<file path="config.mk">
export PLATFORM = sky130hd
export DESIGN_NAME = lpif_x4_slave_top
export DESIGN_NICKNAME = d
export VERILOG_FILES = /design/src/lpif_pkg.sv /design/src/ll_auto_sync.sv /design/src/llink_pack.sv /design/src/lane_stripe.sv /design/src/lpif_x4_slave_top.sv
export SDC_FILE = /design/constraint.sdc
export NUM_CORES = 1
export LEC_CHECK = 0
export BUFFER_PORTS_ARGS = -buffer_cell sky130_fd_sc_hd__buf_2
export CAP_MARGIN = 20
export CORE_AREA = 2 2 293 295
export CTS_CLUSTER_DIAMETER = 150
export CTS_CLUSTER_SIZE = 14
export DETAILED_ROUTE_END_ITERATION = 16
export DIE_AREA = 0 0 295 297
export REMOVE_ABC_BUFFERS = 1
export SLEW_MARGIN = 15
export SYNTH_ARGS = -nofsm -noshare
export SYNTH_HDL_FRONTEND = slang
export SYNTH_HIERARCHICAL = 1
export SYNTH_SLANG_ARGS = --single-unit
</file>
<file path="constraint.sdc">
create_clock -name clk_wr -period 2.2 [get_ports clk_wr]
set_input_delay 0.44 -clock clk_wr [delete_from_list [all_inputs] [get_ports clk_wr]]
set_output_delay 0.44 -clock clk_wr [all_outputs]
set_load 0.02 [all_outputs]
</file>
<file path="src/lpif_pkg.sv">
// Link geometry and flit, payload and lane types shared by every adapter block
package lpif_pkg;

  //////////////////////////////////////////////////
  // Lane geometry

  localparam int LANE_COUNT = 4;
  localparam int LANE_WIDTH = 40;

  // Marker sits on the top bit of every lane
  localparam int MRK_BIT = 39;

  // Strobe lives in one lane only
  localparam int STB_LANE = 0;
  localparam int STB_BIT = 38;

  // 39 usable bits per lane, one less in the strobe lane
  localparam int PAYLOAD_WIDTH = 155;

  //////////////////////////////////////////////////
  // Flit fields

  localparam int DATA_WIDTH = 128;
  localparam int CRC_WIDTH = 16;

  // Online delay and strobe interval configuration width
  localparam int DELAY_WIDTH = 16;

  //////////////////////////////////////////////////
  // Types

  // One flit, 153 bits, MSB first in field order
  typedef struct packed {
    logic [3:0]            state;
    logic [1:0]            protid;
    logic [DATA_WIDTH-1:0] data;
    logic                  dvalid;
    logic [CRC_WIDTH-1:0]  crc;
    logic                  crc_valid;
    logic                  valid;
  } ll_word_t;

  // Flit in the low bits, spare bits on top stay zero
  typedef logic [PAYLOAD_WIDTH-1:0] payload_t;

  // All PHY lanes, lane 0 in the low slice
  typedef logic [LANE_COUNT-1:0][LANE_WIDTH-1:0] phy_bus_t;

endpackage

</file>
<file path="src/ll_auto_sync.sv">
// Online delay and marker/strobe generation; instantiated once in the adapter top
`timescale 1ns/1ns

module ll_auto_sync (
  input  logic                            clk_wr,
  input  logic                            rst_n,

  input  logic                            tx_online,
  input  logic                            rx_online,

  input  logic [lpif_pkg::DELAY_WIDTH-1:0] delay_x_value,
  input  logic [lpif_pkg::DELAY_WIDTH-1:0] delay_y_value,
  input  logic [lpif_pkg::DELAY_WIDTH-1:0] delay_z_value,

  input  logic                            tx_mrk_userbit,
  input  logic                            tx_stb_userbit,

  output logic                            tx_online_delay,
  output logic                            rx_online_delay,
  output logic                            tx_auto_mrk_userbit,
  output logic                            tx_auto_stb_userbit
);

  import lpif_pkg::*;

  // Index 0 is the tx side, index 1 the rx side
  logic [1:0]                   online_in;
  logic [1:0][DELAY_WIDTH-1:0]  online_dly;
  logic [1:0][DELAY_WIDTH-1:0]  online_cnt;
  logic [1:0]                   online_q;

  logic [DELAY_WIDTH-1:0]       stb_period;
  logic [DELAY_WIDTH-1:0]       stb_cnt;

  //////////////////////////////////////////////////
  // Online delay counters

  assign online_in  = {rx_online, tx_online};
  assign online_dly = {delay_y_value, delay_x_value};

  // Saturating count of consecutive high samples, cleared by any low sample
  always_ff @(posedge clk_wr or negedge rst_n) begin
    if (!rst_n) begin
      online_cnt <= '0;
      online_q   <= '0;
    end else begin
      for (int k = 0; k < 2; k++) begin
        if (!online_in[k]) begin
          online_cnt[k] <= '0;
          online_q[k]   <= 1'b0;
        end else if (online_cnt[k] >= online_dly[k]) begin
          online_q[k]   <= 1'b1;
        end else begin
          online_cnt[k] <= online_cnt[k] + 1'b1;
        end
      end
    end
  end

  assign tx_online_delay = online_q[0];
  assign rx_online_delay = online_q[1];

  //////////////////////////////////////////////////
  // Strobe interval

  // Zero interval behaves as one, i.e. a strobe every cycle
  assign stb_period = (delay_z_value == '0) ? DELAY_WIDTH'(1) : delay_z_value;

  always_ff @(posedge clk_wr or negedge rst_n) begin
    if (!rst_n) begin
      stb_cnt <= '0;
    end else if (!tx_online_delay) begin
      stb_cnt <= '0;
    end else if (stb_cnt >= stb_period - 1'b1) begin
      stb_cnt <= '0;
    end else begin
      stb_cnt <= stb_cnt + 1'b1;
    end
  end

  assign tx_auto_stb_userbit = tx_online_delay & tx_stb_userbit & (stb_cnt == '0);

  // Persistent marker on every word once online
  assign tx_auto_mrk_userbit = tx_online_delay & tx_mrk_userbit;

  //////////////////////////////////////////////////
  // Checks

  // Interval count starts fresh on the first online cycle
  a_stb_restart: assert property (
    @(posedge clk_wr) disable iff (!rst_n)
    $rose(tx_online_delay) |-> (stb_cnt == '0)
  ) else $error("strobe count not restarted at tx bring-up");

  a_no_rise_offline: assert property (
    @(posedge clk_wr) disable iff (!rst_n)
    $rose(tx_online_delay) |-> $past(tx_online)
  ) else $error("tx_online_delay rose without tx_online");

endmodule

</file>
<file path="src/llink_pack.sv">
// Flit to lane-payload mapping and registered downstream flit; used by the adapter top
`timescale 1ns/1ns

module llink_pack (
  input  logic               clk_wr,
  input  logic               rst_n,

  input  logic               rx_online_delay,

  // Upstream flit in, payload out to the lanes
  input  lpif_pkg::ll_word_t ustrm,
  output lpif_pkg::payload_t tx_payload,

  // Payload from the lanes, downstream flit out
  input  lpif_pkg::payload_t rx_payload,
  output lpif_pkg::ll_word_t dstrm
);

  import lpif_pkg::*;

  localparam int FLIT_WIDTH  = $bits(ll_word_t);
  localparam int SPARE_WIDTH = PAYLOAD_WIDTH - FLIT_WIDTH;

  ll_word_t rx_word;
  ll_word_t rx_gated;

  //////////////////////////////////////////////////
  // Upstream

  // Flit goes straight into the low payload bits, no register here
  assign tx_payload = {{SPARE_WIDTH{1'b0}}, ustrm};

  //////////////////////////////////////////////////
  // Downstream

  // Spare top bits carry nothing
  assign rx_word = rx_payload[FLIT_WIDTH-1:0];

  // Only the qualifiers drop while rx is offline, fields pass through
  always_comb begin
    rx_gated           = rx_word;
    rx_gated.valid     = rx_word.valid & rx_online_delay;
    rx_gated.dvalid    = rx_word.dvalid & rx_online_delay;
    rx_gated.crc_valid = rx_word.crc_valid & rx_online_delay;
  end

  always_ff @(posedge clk_wr or negedge rst_n) begin
    if (!rst_n) begin
      dstrm <= '0;
    end else begin
      dstrm <= rx_gated;
    end
  end

  //////////////////////////////////////////////////
  // Checks

  // Spare bits must arrive as zero from the lanes
  a_rx_spare_zero: assert property (
    @(posedge clk_wr) disable iff (!rst_n)
    rx_payload[PAYLOAD_WIDTH-1:FLIT_WIDTH] == '0
  ) else $error("spare payload bits set on receive");

endmodule

</file>
<file path="src/lane_stripe.sv">
// Payload and userbit striping over the PHY lanes with tx and rx lane registers
`timescale 1ns/1ns

module lane_stripe (
  input  logic               clk_wr,
  input  logic               rst_n,

  input  logic               tx_online_delay,
  input  logic               tx_stb_userbit,
  input  logic               tx_mrk_userbit,

  input  lpif_pkg::payload_t tx_payload,
  output lpif_pkg::phy_bus_t tx_phy,

  input  lpif_pkg::phy_bus_t rx_phy,
  output lpif_pkg::payload_t rx_payload
);

  import lpif_pkg::*;

  phy_bus_t              tx_lanes;
  phy_bus_t              rx_lanes_q;
  logic [LANE_COUNT-1:0] rx_mrk;

  // True for lane bits reserved for marker or strobe
  function automatic logic is_userbit(input int lane, input int bit_idx);
    return (bit_idx == MRK_BIT) || (lane == STB_LANE && bit_idx == STB_BIT);
  endfunction

  //////////////////////////////////////////////////
  // Transmit

  // Payload fills lane 0 upward, skipping the userbit slots
  always_comb begin
    int p;
    p = 0;
    tx_lanes = '0;
    for (int i = 0; i < LANE_COUNT; i++) begin
      for (int b = 0; b < LANE_WIDTH; b++) begin
        if (b == MRK_BIT) begin
          tx_lanes[i][b] = tx_mrk_userbit;
        end else if (is_userbit(i, b)) begin
          tx_lanes[i][b] = tx_stb_userbit;
        end else begin
          tx_lanes[i][b] = tx_payload[p];
          p++;
        end
      end
    end
  end

  // Lanes stay quiet until the tx side is online
  always_ff @(posedge clk_wr or negedge rst_n) begin
    if (!rst_n) begin
      tx_phy <= '0;
    end else if (!tx_online_delay) begin
      tx_phy <= '0;
    end else begin
      tx_phy <= tx_lanes;
    end
  end

  //////////////////////////////////////////////////
  // Receive

  always_ff @(posedge clk_wr) begin
    rx_lanes_q <= rx_phy;
  end

  // Same walk as transmit, userbits dropped
  always_comb begin
    int p;
    p = 0;
    rx_payload = '0;
    for (int i = 0; i < LANE_COUNT; i++) begin
      for (int b = 0; b < LANE_WIDTH; b++) begin
        if (!is_userbit(i, b)) begin
          rx_payload[p] = rx_lanes_q[i][b];
          p++;
        end
      end
    end
  end

  // Marker slot of each received lane
  always_comb begin
    for (int i = 0; i < LANE_COUNT; i++) begin
      rx_mrk[i] = rx_lanes_q[i][MRK_BIT];
    end
  end

  //////////////////////////////////////////////////
  // Checks

  // Persistent marker means all received lanes agree on it
  a_rx_mrk_aligned: assert property (
    @(posedge clk_wr) disable iff (!rst_n)
    (rx_mrk == '0) || (rx_mrk == '1)
  ) else $error("marker bits differ across received lanes");

endmodule

</file>
<file path="src/lpif_x4_slave_top.sv">
// Four-lane die-to-die adapter slave top; connects sync, flit pack and lane striping
`timescale 1ns/1ns

module lpif_x4_slave_top (
  input  logic                             clk_wr,
  input  logic                             rst_n,

  // Link control
  input  logic                             tx_online,
  input  logic                             rx_online,

  // Configuration
  input  logic [lpif_pkg::DELAY_WIDTH-1:0] delay_x_value,
  input  logic [lpif_pkg::DELAY_WIDTH-1:0] delay_y_value,
  input  logic [lpif_pkg::DELAY_WIDTH-1:0] delay_z_value,
  input  logic                             tx_mrk_userbit,
  input  logic                             tx_stb_userbit,

  // User flits
  input  lpif_pkg::ll_word_t               ustrm,
  output lpif_pkg::ll_word_t               dstrm,

  // PHY lanes
  output lpif_pkg::phy_bus_t               tx_phy,
  input  lpif_pkg::phy_bus_t               rx_phy,

  // Debug status
  output logic [31:0]                      rx_downstream_debug_status,
  output logic [31:0]                      tx_upstream_debug_status
);

  import lpif_pkg::*;

  //////////////////////////////////////////////////
  // Interconnect

  logic     tx_online_delay;
  logic     rx_online_delay;
  logic     tx_auto_mrk_userbit;
  logic     tx_auto_stb_userbit;

  payload_t tx_payload;
  payload_t rx_payload;

  //////////////////////////////////////////////////
  // Auto sync

  ll_auto_sync u_ll_auto_sync (
    .clk_wr              (clk_wr),
    .rst_n               (rst_n),
    .tx_online           (tx_online),
    .rx_online           (rx_online),
    .delay_x_value       (delay_x_value),
    .delay_y_value       (delay_y_value),
    .delay_z_value       (delay_z_value),
    .tx_mrk_userbit      (tx_mrk_userbit),
    .tx_stb_userbit      (tx_stb_userbit),
    .tx_online_delay     (tx_online_delay),
    .rx_online_delay     (rx_online_delay),
    .tx_auto_mrk_userbit (tx_auto_mrk_userbit),
    .tx_auto_stb_userbit (tx_auto_stb_userbit)
  );

  //////////////////////////////////////////////////
  // Logic link, FIFOs and credits bypassed

  llink_pack u_llink_pack (
    .clk_wr          (clk_wr),
    .rst_n           (rst_n),
    .rx_online_delay (rx_online_delay),
    .ustrm           (ustrm),
    .tx_payload      (tx_payload),
    .rx_payload      (rx_payload),
    .dstrm           (dstrm)
  );

  // Bit 19 tx online, bit 18 rx online
  assign rx_downstream_debug_status = {12'h0, tx_online_delay, rx_online_delay, 18'h0};
  assign tx_upstream_debug_status   = {12'h0, tx_online_delay, rx_online_delay, 18'h0};

  //////////////////////////////////////////////////
  // PHY lanes

  lane_stripe u_lane_stripe (
    .clk_wr          (clk_wr),
    .rst_n           (rst_n),
    .tx_online_delay (tx_online_delay),
    .tx_stb_userbit  (tx_auto_stb_userbit),
    .tx_mrk_userbit  (tx_auto_mrk_userbit),
    .tx_payload      (tx_payload),
    .tx_phy          (tx_phy),
    .rx_phy          (rx_phy),
    .rx_payload      (rx_payload)
  );

endmodule

</file>
# Word-level counts from Yosys, hierarchy flattened
# Cells that the tools add are included.
# W data, S select, Z words.
word_totals:
  out_inout_bits: 377
  wordCells: 51
  input_bits: 367
  ff_bits: 516
classes:
  reduce_logical: 2
  eq_ne: 4
  mux: 12
  n_addsub: 4
  n_bitwise: 6
  order_cmp: 3
op_table:
  columns: ["op", "count"]
  rows:
  - ["$mux W160", 1]
  - ["$mux W16", 7]
  - ["$add A16 B1 Y16 const B", 3]
  - ["$ge A16 B16 Y1", 3]
  - ["$logic_not A16 Y1", 2]
  - ["$sub A16 B1 Y16 const B", 1]
  - ["$and A1 B1 Y1", 6]
  - ["$mux W1", 4]
  - ["$ne A2 B1 Y1 const B", 2]
  - ["$ne A2 B2 Y1 const B", 2]

# Longest topological paths before layout
# Gate-level depths: netlist (run 1).
logic_depth:
  word_depth: 6
  ltp_mapped: 20
  ltp_nobuf: 19

# By module
# The synthesis (run 1) kept the hierarchy.
modules_own_cells:
  columns: ["module", "cells_per_inst", "area_each_um2", "seq_area_each_um2", "n_inst"]
  rows:
  - ["lane_stripe", 489, 8211.6, 7031.7, 1]
  - ["llink_pack", 312, 5014.8, 3828.7, 1]
  - ["ll_auto_sync", 456, 3975.1, 1251.2, 1]
  - ["lpif_x4_slave_top", 65, 484.2, 0.0, 1]

# Worst setup path after synthesis (run 1)
# OpenSTA, ideal clock, no wires.
synth_timing:
  path_kind: "in2reg"
  startpoint: "input delay_z_value[0] (netlist name)"
  endpoint: "register u_ll_auto_sync.stb_cnt[10]"
  arrival_time_ps: 3688
  setup_time_ps: 132
  t_required_ps: 2068
  path_buffers: 1
  path_stages: 20
  setup_slack_ps: -1620
  cell_sequence: "nor4_1 > nand2_1 > or4_1 > nor2_1 > nor2_1 > ha_1 > nor3b_1 > nand2_1 > nor3_1 > nand2b_1 > nor4_1 > xnor2_1 > ha_1 > and3_1 > nand4_1 > a21oi_1 > a22oi_1 > nand4b_1 > clkbuf_1 > nor2_1"
synth_between:
  elab_chain_cells: 6
synth_lines:
  columns: ["item", "line_no", "text"]
  rows:
  - ["from (decl)", "lpif_x4_slave_top.sv:15", "input logic [lpif_pkg::DELAY_WIDTH-1:0] delay_z_value,"]
  - ["$logic_not A16 Y1", "ll_auto_sync.sv:67", "assign stb_period = (delay_z_value == '0) ? DELAY_WIDTH'(1) : delay_z_value;"]
  - ["$mux W16 (*)", "ll_auto_sync.sv:67", null]
  - ["$sub A16 B1 Y16 (*)", "ll_auto_sync.sv:74", "end else if (stb_cnt >= stb_period - 1'b1) begin"]
  - ["$ge A16 B16 Y1 (*)", "ll_auto_sync.sv:74", null]
  - ["$mux W16 (*)", "ll_auto_sync.sv:74", null]
  - ["$mux W16 (*)", "ll_auto_sync.sv:72", "end else if (!tx_online_delay) begin"]
  - ["to (signal assigned)", "ll_auto_sync.sv:77", "stb_cnt <= stb_cnt + 1'b1;"]
  - ["to (decl)", "ll_auto_sync.sv:33", "logic [DELAY_WIDTH-1:0] stb_cnt;"]
# Mark *: on every way between the ends. The rest lies on a longest branch, timed or not.
# A chain may end at the register's enable or synchronous reset.

# Worst setup path in the final report (run 1)
layout_timing:
  startpoint: "input delay_z_value[4] (netlist name)"
  endpoint: "register u_ll_auto_sync.stb_cnt[13]"
# The elaborated chain is that of the path after synthesis.

==> run_results.csv, run 1 <==
group,metric,value,unit
power,power.density,732.1,nW/um^2
critical_path,crit_required,2.70,ns
sta,max_slew_margin,57.72,%
critical_path,cp_max_fo,8,
route,num_vias,11928,
global_routing,grt_pass1_vias,12656,
power,p_total,18440,uW
job,drv_cap,0,
critical_path,critPathKind,"primary input to flop",
global_routing,grt-ovfl-total,0,
power,leakage,0.01275,uW
clocking,clock_latency,0.58,ns
clocking,clk_pin_slew,0.08,ns
sta,max_freq,311.0,MHz
clocking,cts.sinks,513,
clocking,clockBufferDepth,3,
place,place_congestion,0.8326,
cells_and_area,utilization,29.81,%
synthesis,yosys_warnings,6,
route,first_iter_violations,535,
sta,layout_setup_ws,-1.015,ns
sta,post-route-min-period,3.215,ns
global_routing,grt_pass1_wl,79.27,mm
route,postRouteAntennaNets,0,
place,hpwl,41.58,mm
global_routing,antenna_found_initial,14,
place,io_buffers,676,
floorplanning,dieArea,87620,sq um
sta,tightest_slew,0.6342,ns
route,finalWirelength,55.32,mm
sta,fin_crit_sh,146.1,%
sta,setup-violations-final,33,
floorplanning,ios,744,
global_routing,grt.total_usage,12.16,%
critical_path,cp-start-kind,"primary input",
sta,skew,0.01716,ns
synthesis,syn_avg_cell_area,13.37,sq um
floorplanning,num_rows,107,
cells_and_area,design_area,25180,sq um
clocking,cts_root_buf,"clkbuf_16",
route,drc_errors,0,
cells_and_area,area_growth,42.71,%
floorplanning,die_x,295,um
floorplanning,core,84480,sq um
clocking,htreeDepth,2,
power,irDropWorstVdd,641.4,uV
sta,rsz0062_at_grt,"yes",
place,placed_area,21630,sq um
clocking,cts_tree,"built",
route,routedWlPerCell,16.71,um
synthesis,syn_area,17650,sq um
sta,fin_tns_setup,-17.04,ns
cells_and_area,fin_nets,2553,
critical_path,end_kind,"flop",
route,firstDrtPassIters,4,
min_path,hold_class,"primary input to flop",
sta,finalMaxSlewViolations,0,
critical_path,crit_arrival,3.72,ns
cells_and_area,fill_cells,8562,
status,violations,"setup timing",
synthesis,syn-instance-count,1320,
status,status,"finished, violations left",
global_routing,grt_max_degree,65,
floorplanning,start_util,20.89,%
cells_and_area,drive_gt1_share,43.19,%
floorplanning,die_y,297,um
sta,hold_viol_final,0,
route,vias_per_cell,3.603,
clocking,numCtsBuffers,42,
critical_path,reg2reg_setup_slack,-0.15,ns
-- state kept, by name, summed over array words and instances, names as in the netlist --
register / cells
u_llink_pack/dstrm: 153
u_lane_stripe/tx_phy: 157
u_ll_auto_sync/online_cnt: 32
u_ll_auto_sync/stb_cnt: 16
u_ll_auto_sync/online_q: 2
u_lane_stripe/rx_payload: 153
-- layout by cell type, fill, tap and decap left out, drive strengths merged, types with 3 or more instances in the layout --
cell and count:
conb 62, buf 800, nand2 38, mux2i 3, and2 164, a21oi 35
dlygate4sd3 154, xor2 12, nor2 38, dfrtp 360, nor4 9, nor3 6
clkbuf 73, and3 10, nand3 22, nand4 11, o31ai 11, a211oi 3
xnor2 16, o21ai 19, o21a 4, inv 46, and4 3, nand2b 9
ha 53, or3 9, or4 13, dfxtp 153
-- final timing paths --
kind                                               start                       endpoint  depth (start not counted)
setup / recovery                        delay_z_value[4]     u_ll_auto_sync/stb_cnt[13]                         22
hold / removal                                 ustrm[89]       u_lane_stripe/tx_phy[92]                          2
setup reg to reg           u_ll_auto_sync/online_cnt[17]  u_ll_auto_sync/online_cnt[29]                          8
hold reg to reg            u_lane_stripe/rx_payload[103]        u_llink_pack/dstrm[103]                          0
max in group asynchronous                          rst_n   u_ll_auto_sync/online_cnt[5]                          3
min in group asynchronous                          rst_n         u_llink_pack/dstrm[87]                          2
-- where the power goes --
part / switching [uW] / internal, uW / total (uW)
Sequential: 93.4 / 9680 / 9780
Clock: 3490 / 3700 / 7190
Combinational: 787 / 679 / 1470
-- final cells by class --
| cell class | instances | area (sq um) | area share, % |
|---|---|---|---|
| Timing Repair Buffer | 954 | 6010 | 23.86 |
| Clock buffer | 73 | 1189 | 4.720 |
| Clock inverter | 3 | 67.56 | 0.2683 |
| Sequential cell | 513 | 12080 | 47.97 |
| Tap cell | 1144 | 1431 | 5.684 |
| Multi-Input combinational cell | 576 | 4228 | 16.79 |
| Inverter | 46 | 172.7 | 0.6857 |
| Antenna cell | 2 | 5.005 | 0.01987 |
-- routing by layer --
layer,track usage [%],up-vias,wire length [um]
li1,-,5608,-
met1,14.59,5752,22580
met4,3.705,6,1534
met3,4.326,84,5042
met2,20.28,478,26130
met5,0,-,35
-- repair_timing --
item	4_1_cts	5_1_grt
buffers inserted	18	5
cloned	2	0
endpoints found under the setup margin	41	43
hold buffers	154	0
endpoints found under the hold margin	188	0
resized for setup	65	59
pin swaps	40	22
-- per-stage QoR --
step	cells	hold WS [ns]	worst slack, ns
after global placement	3055	0.3162	-1.677
after global routing	3310	0.03078	-1.219
final	3311	0.06212	-1.015
after detailed placement	3055	0.3195	-1.747
after floorplan	1135	0.1444	-1.738
after CTS	3305	0.002942	-0.9445
-- critical path: stages --
cell and delay (ns):
buf_8 0.10, nor4_4 0.27, buf_4 0.17, nand2_4 0.05, or4_4 0.44, nor2_4 0.15, nor2_2 0.05, ha_2 0.17
nor3b_4 0.15, nand2_2 0.09, nor3_4 0.04, nand2b_1 0.10, nor2_1 0.06, xnor2_1 0.12, ha_1 0.31, and3_1 0.15
nand4_1 0.08, a21oi_1 0.05, a22oi_1 0.19, nand4b_1 0.21, buf_6 0.21, nor2_1 0.10
Note: power is estimated with default switching activity, not from simulation.
==> inputs of run 2 (changes only) <==
--- a/config.mk
+++ b/config.mk
@@ -12,8 +12,9 @@
 export CTS_CLUSTER_SIZE = 14
 export DETAILED_ROUTE_END_ITERATION = 16
 export DIE_AREA = 0 0 295 297
+export PLACE_DENSITY = 0.48
 export REMOVE_ABC_BUFFERS = 1
-export SLEW_MARGIN = 15
+export SLEW_MARGIN = 40
 export SYNTH_ARGS = -nofsm -noshare
 export SYNTH_HDL_FRONTEND = slang
 export SYNTH_HIERARCHICAL = 1
==> run 2 against run 1 <==
The flow still finishes with violations (setup timing). Critical path depth is 1 higher. Clock skew rose by 0.017 ns. Utilization rose by 0.11 points. Total power down 0.44%. Routed wire length down 4.9%. Sequential share of layout area down 0.18 points. Clock power down 1%. Cell area grew 0.35%. Via count increased by 0.54%. Count of clock-buffer cells in the layout is 5 lower. Critical endpoint is now u_ll_auto_sync/stb_cnt[14].
==> run_results.csv, run 2 (same netlist as run 1, synthesis figures left out) <==
group,metric,value,unit
status,status,"finished, violations left",
status,violations,"setup timing",
clocking,clockBufferDepth,3,
power,p_int,13980,uW
critical_path,cp-start-kind,"primary input",
global_routing,antenna_found_initial,12,
route,num_vias,11992,
clocking,numCtsBuffers,42,
clocking,cts_root_buf,"clkbuf_16",
cells_and_area,design_area,25270,sq um
cells_and_area,layout_commonest_cell,"buf_2",
power,switching_share,23.82,%
min_path,hold_class,"primary input to flop",
job,drv_cap,0,
clocking,htreeDepth,2,
clocking,cts.sinks,513,
power,seq_power_share,53.2,%
clocking,cts_tree,"built",
sta,max_slew_margin,59.33,%
clocking,clock_latency,0.59,ns
place,place_congestion,0.8351,
critical_path,cp-startpoint,"delay_z_value[4]",
critical_path,crit_required,2.69,ns
floorplanning,start_util,20.89,%
sta,post-route-min-period,3.253,ns
cells_and_area,regMostFlops,"u_lane_stripe/tx_phy",
cells_and_area,area_growth,43.21,%
cells_and_area,drive_gt1_share,43.85,%
sta,tightest_slew,0.6094,ns
route,first_iter_violations,355,
critical_path,end_kind,"flop",
cells_and_area,fill_cells,8586,
sta,fin_crit_sh,147.9,%
global_routing,grt_pass1_wl,78.50,mm
floorplanning,ios,744,
power,power_switching,4373,uW
cells_and_area,fin_nets,2556,
place,io_buffers,676,
route,firstDrtPassIters,6,
cells_and_area,instances_no_fill,3315,
critical_path,crit_arrival,3.75,ns
global_routing,grt_max_degree,63,
place,placed_area,21610,sq um
floorplanning,core,84480,sq um
place,post-place-ws,-1.750,ns
power,irDropWorstVdd,650.9,uV
cells_and_area,regArea,12080,sq um
sta,rsz0062_at_grt,"yes",
floorplanning,num_rows,107,
critical_path,reg2reg_depth,8,
critical_path,critPathKind,"primary input to flop",
global_routing,grt_pass1_vias,13432,
route,finalWirelength,52.60,mm
place,hpwl,39.03,mm
cells_and_area,layout_common_cells,"673 x buf_2, 358 x dfrtp_1, 164 x and2_1, 154 x dlygate4sd3_1, 153 x dfxtp_1",
route,postRouteAntennaNets,0,
sta,finalMaxSlewViolations,0,
power,power_frac_comb,8.1,%
sta,skew,0.03388,ns
min_path,worstHoldPathCells,2,
place,dp_cells,3049,
sta,fin_tns_setup,-17.07,ns
sta,hold_viol_final,0,
power,power.density,726.3,nW/um^2
power,clkPwrFrac,38.7,%
floorplanning,die_x,295,um
critical_path,reg2reg_from,"u_ll_auto_sync/online_cnt[17]",
power,leakage,0.01274,uW
floorplanning,dieArea,87620,sq um
global_routing,grt-ovfl-total,0,
floorplanning,die_y,297,um
sta,max_freq,307.4,MHz
route,routedWlPerCell,15.87,um
route,drc_errors,0,
cells_and_area,multi_input_area,4290,sq um
sta,setup-violations-final,33,
clocking,clk_pin_slew,0.07,ns
global_routing,grt.total_usage,11.69,%
sta,whs,0.05693,ns
critical_path,cp_max_fo,8,
sta,layout_setup_ws,-1.053,ns
route,vias_per_cell,3.617,
cells_and_area,largest_reg_flops,157,
min_path,hp-start,"ustrm[146]",
-- run 2: final timing paths --
| check | slack, ns | to |
|---|---|---|
| worst max-delay path | -1.05 | u_ll_auto_sync/stb_cnt[14] |
| worst min-delay path | 0.06 | u_lane_stripe/tx_phy[150] |
| worst max register to register | -0.13 | u_ll_auto_sync/online_cnt[30] |
| worst min register to register | 0.30 | u_llink_pack/dstrm[83] |
| max in group asynchronous | 1.06 | u_lane_stripe/tx_phy[82] |
| min in group asynchronous | 0.38 | u_llink_pack/dstrm[132] |
-- run 2: timing repair --
action                                  in CTS  in global routing
endpoints found under the setup margin      42                 43
endpoints found under the hold margin      183                  0
pin swaps                                   35                 28
cloned                                       2                  0
gates resized for setup                     63                 66
setup buffers                               30                  7
hold buffers                               154                  0
-- run 2: worst max-delay path, cell delays in order --
cell and delay, ns:
buf_6 0.10, nor4_4 0.26, buf_4 0.15, nand2_2 0.05, or4_4 0.45, nor2_4 0.14
nor2_4 0.05, ha_4 0.15, nor3b_4 0.15, nand2_2 0.08, nor3_2 0.05, nand2b_1 0.11
nor2_1 0.07, xnor2_1 0.12, ha_1 0.30, and3_1 0.16, nand4_1 0.09, a21oi_1 0.05
a22oi_1 0.19, nand4b_1 0.15, buf_4 0.19, buf_12 0.14, nor2_4 0.10
-- run 2: power groups by stage --
stage / Combinational (uW) / Sequential, uW / Clock, uW
CTS: 1480 / 9780 / 7450
finish: 1480 / 9770 / 7100
floorplan: 220 / 10100 / 0
detailed placement: 1200 / 9960 / 0
global placement: 1190 / 9960 / 0
global route: 1620 / 9800 / 7840
-- run 2: cell type report --
type	count	area share (%)
flip-flops and latches	513	47.79
repair buffers	957	23.94
multi-input cells	576	16.98
well taps	1144	5.664
clock buffers	68	4.545
inverters	46	0.6833
clock inverters	4	0.3317
diodes	7	0.06932
-- run 2: routing by layer --
layer	wire (um)	vias to the layer above	GRT usage (%)	part of all wire [%]
li1	-	5614	-	-
met1	20370	5839	13.27	39
met2	26310	469	20.38	50
met3	4675	68	4.094	8.9
met4	1227	2	3.729	2.3
met5	13	-	0	0.025
-- run 2: per-stage QoR --
| stage | total power (uW) | util (%) |
|---|---|---|
| finish | 18350 | 29.91 |
| global placement | 11150 | 25.58 |
| detailed placement | 11160 | 25.58 |
| floorplan | 10350 | - |
| CTS | 18710 | 29.53 |
| global route | 19250 | 29.91 |
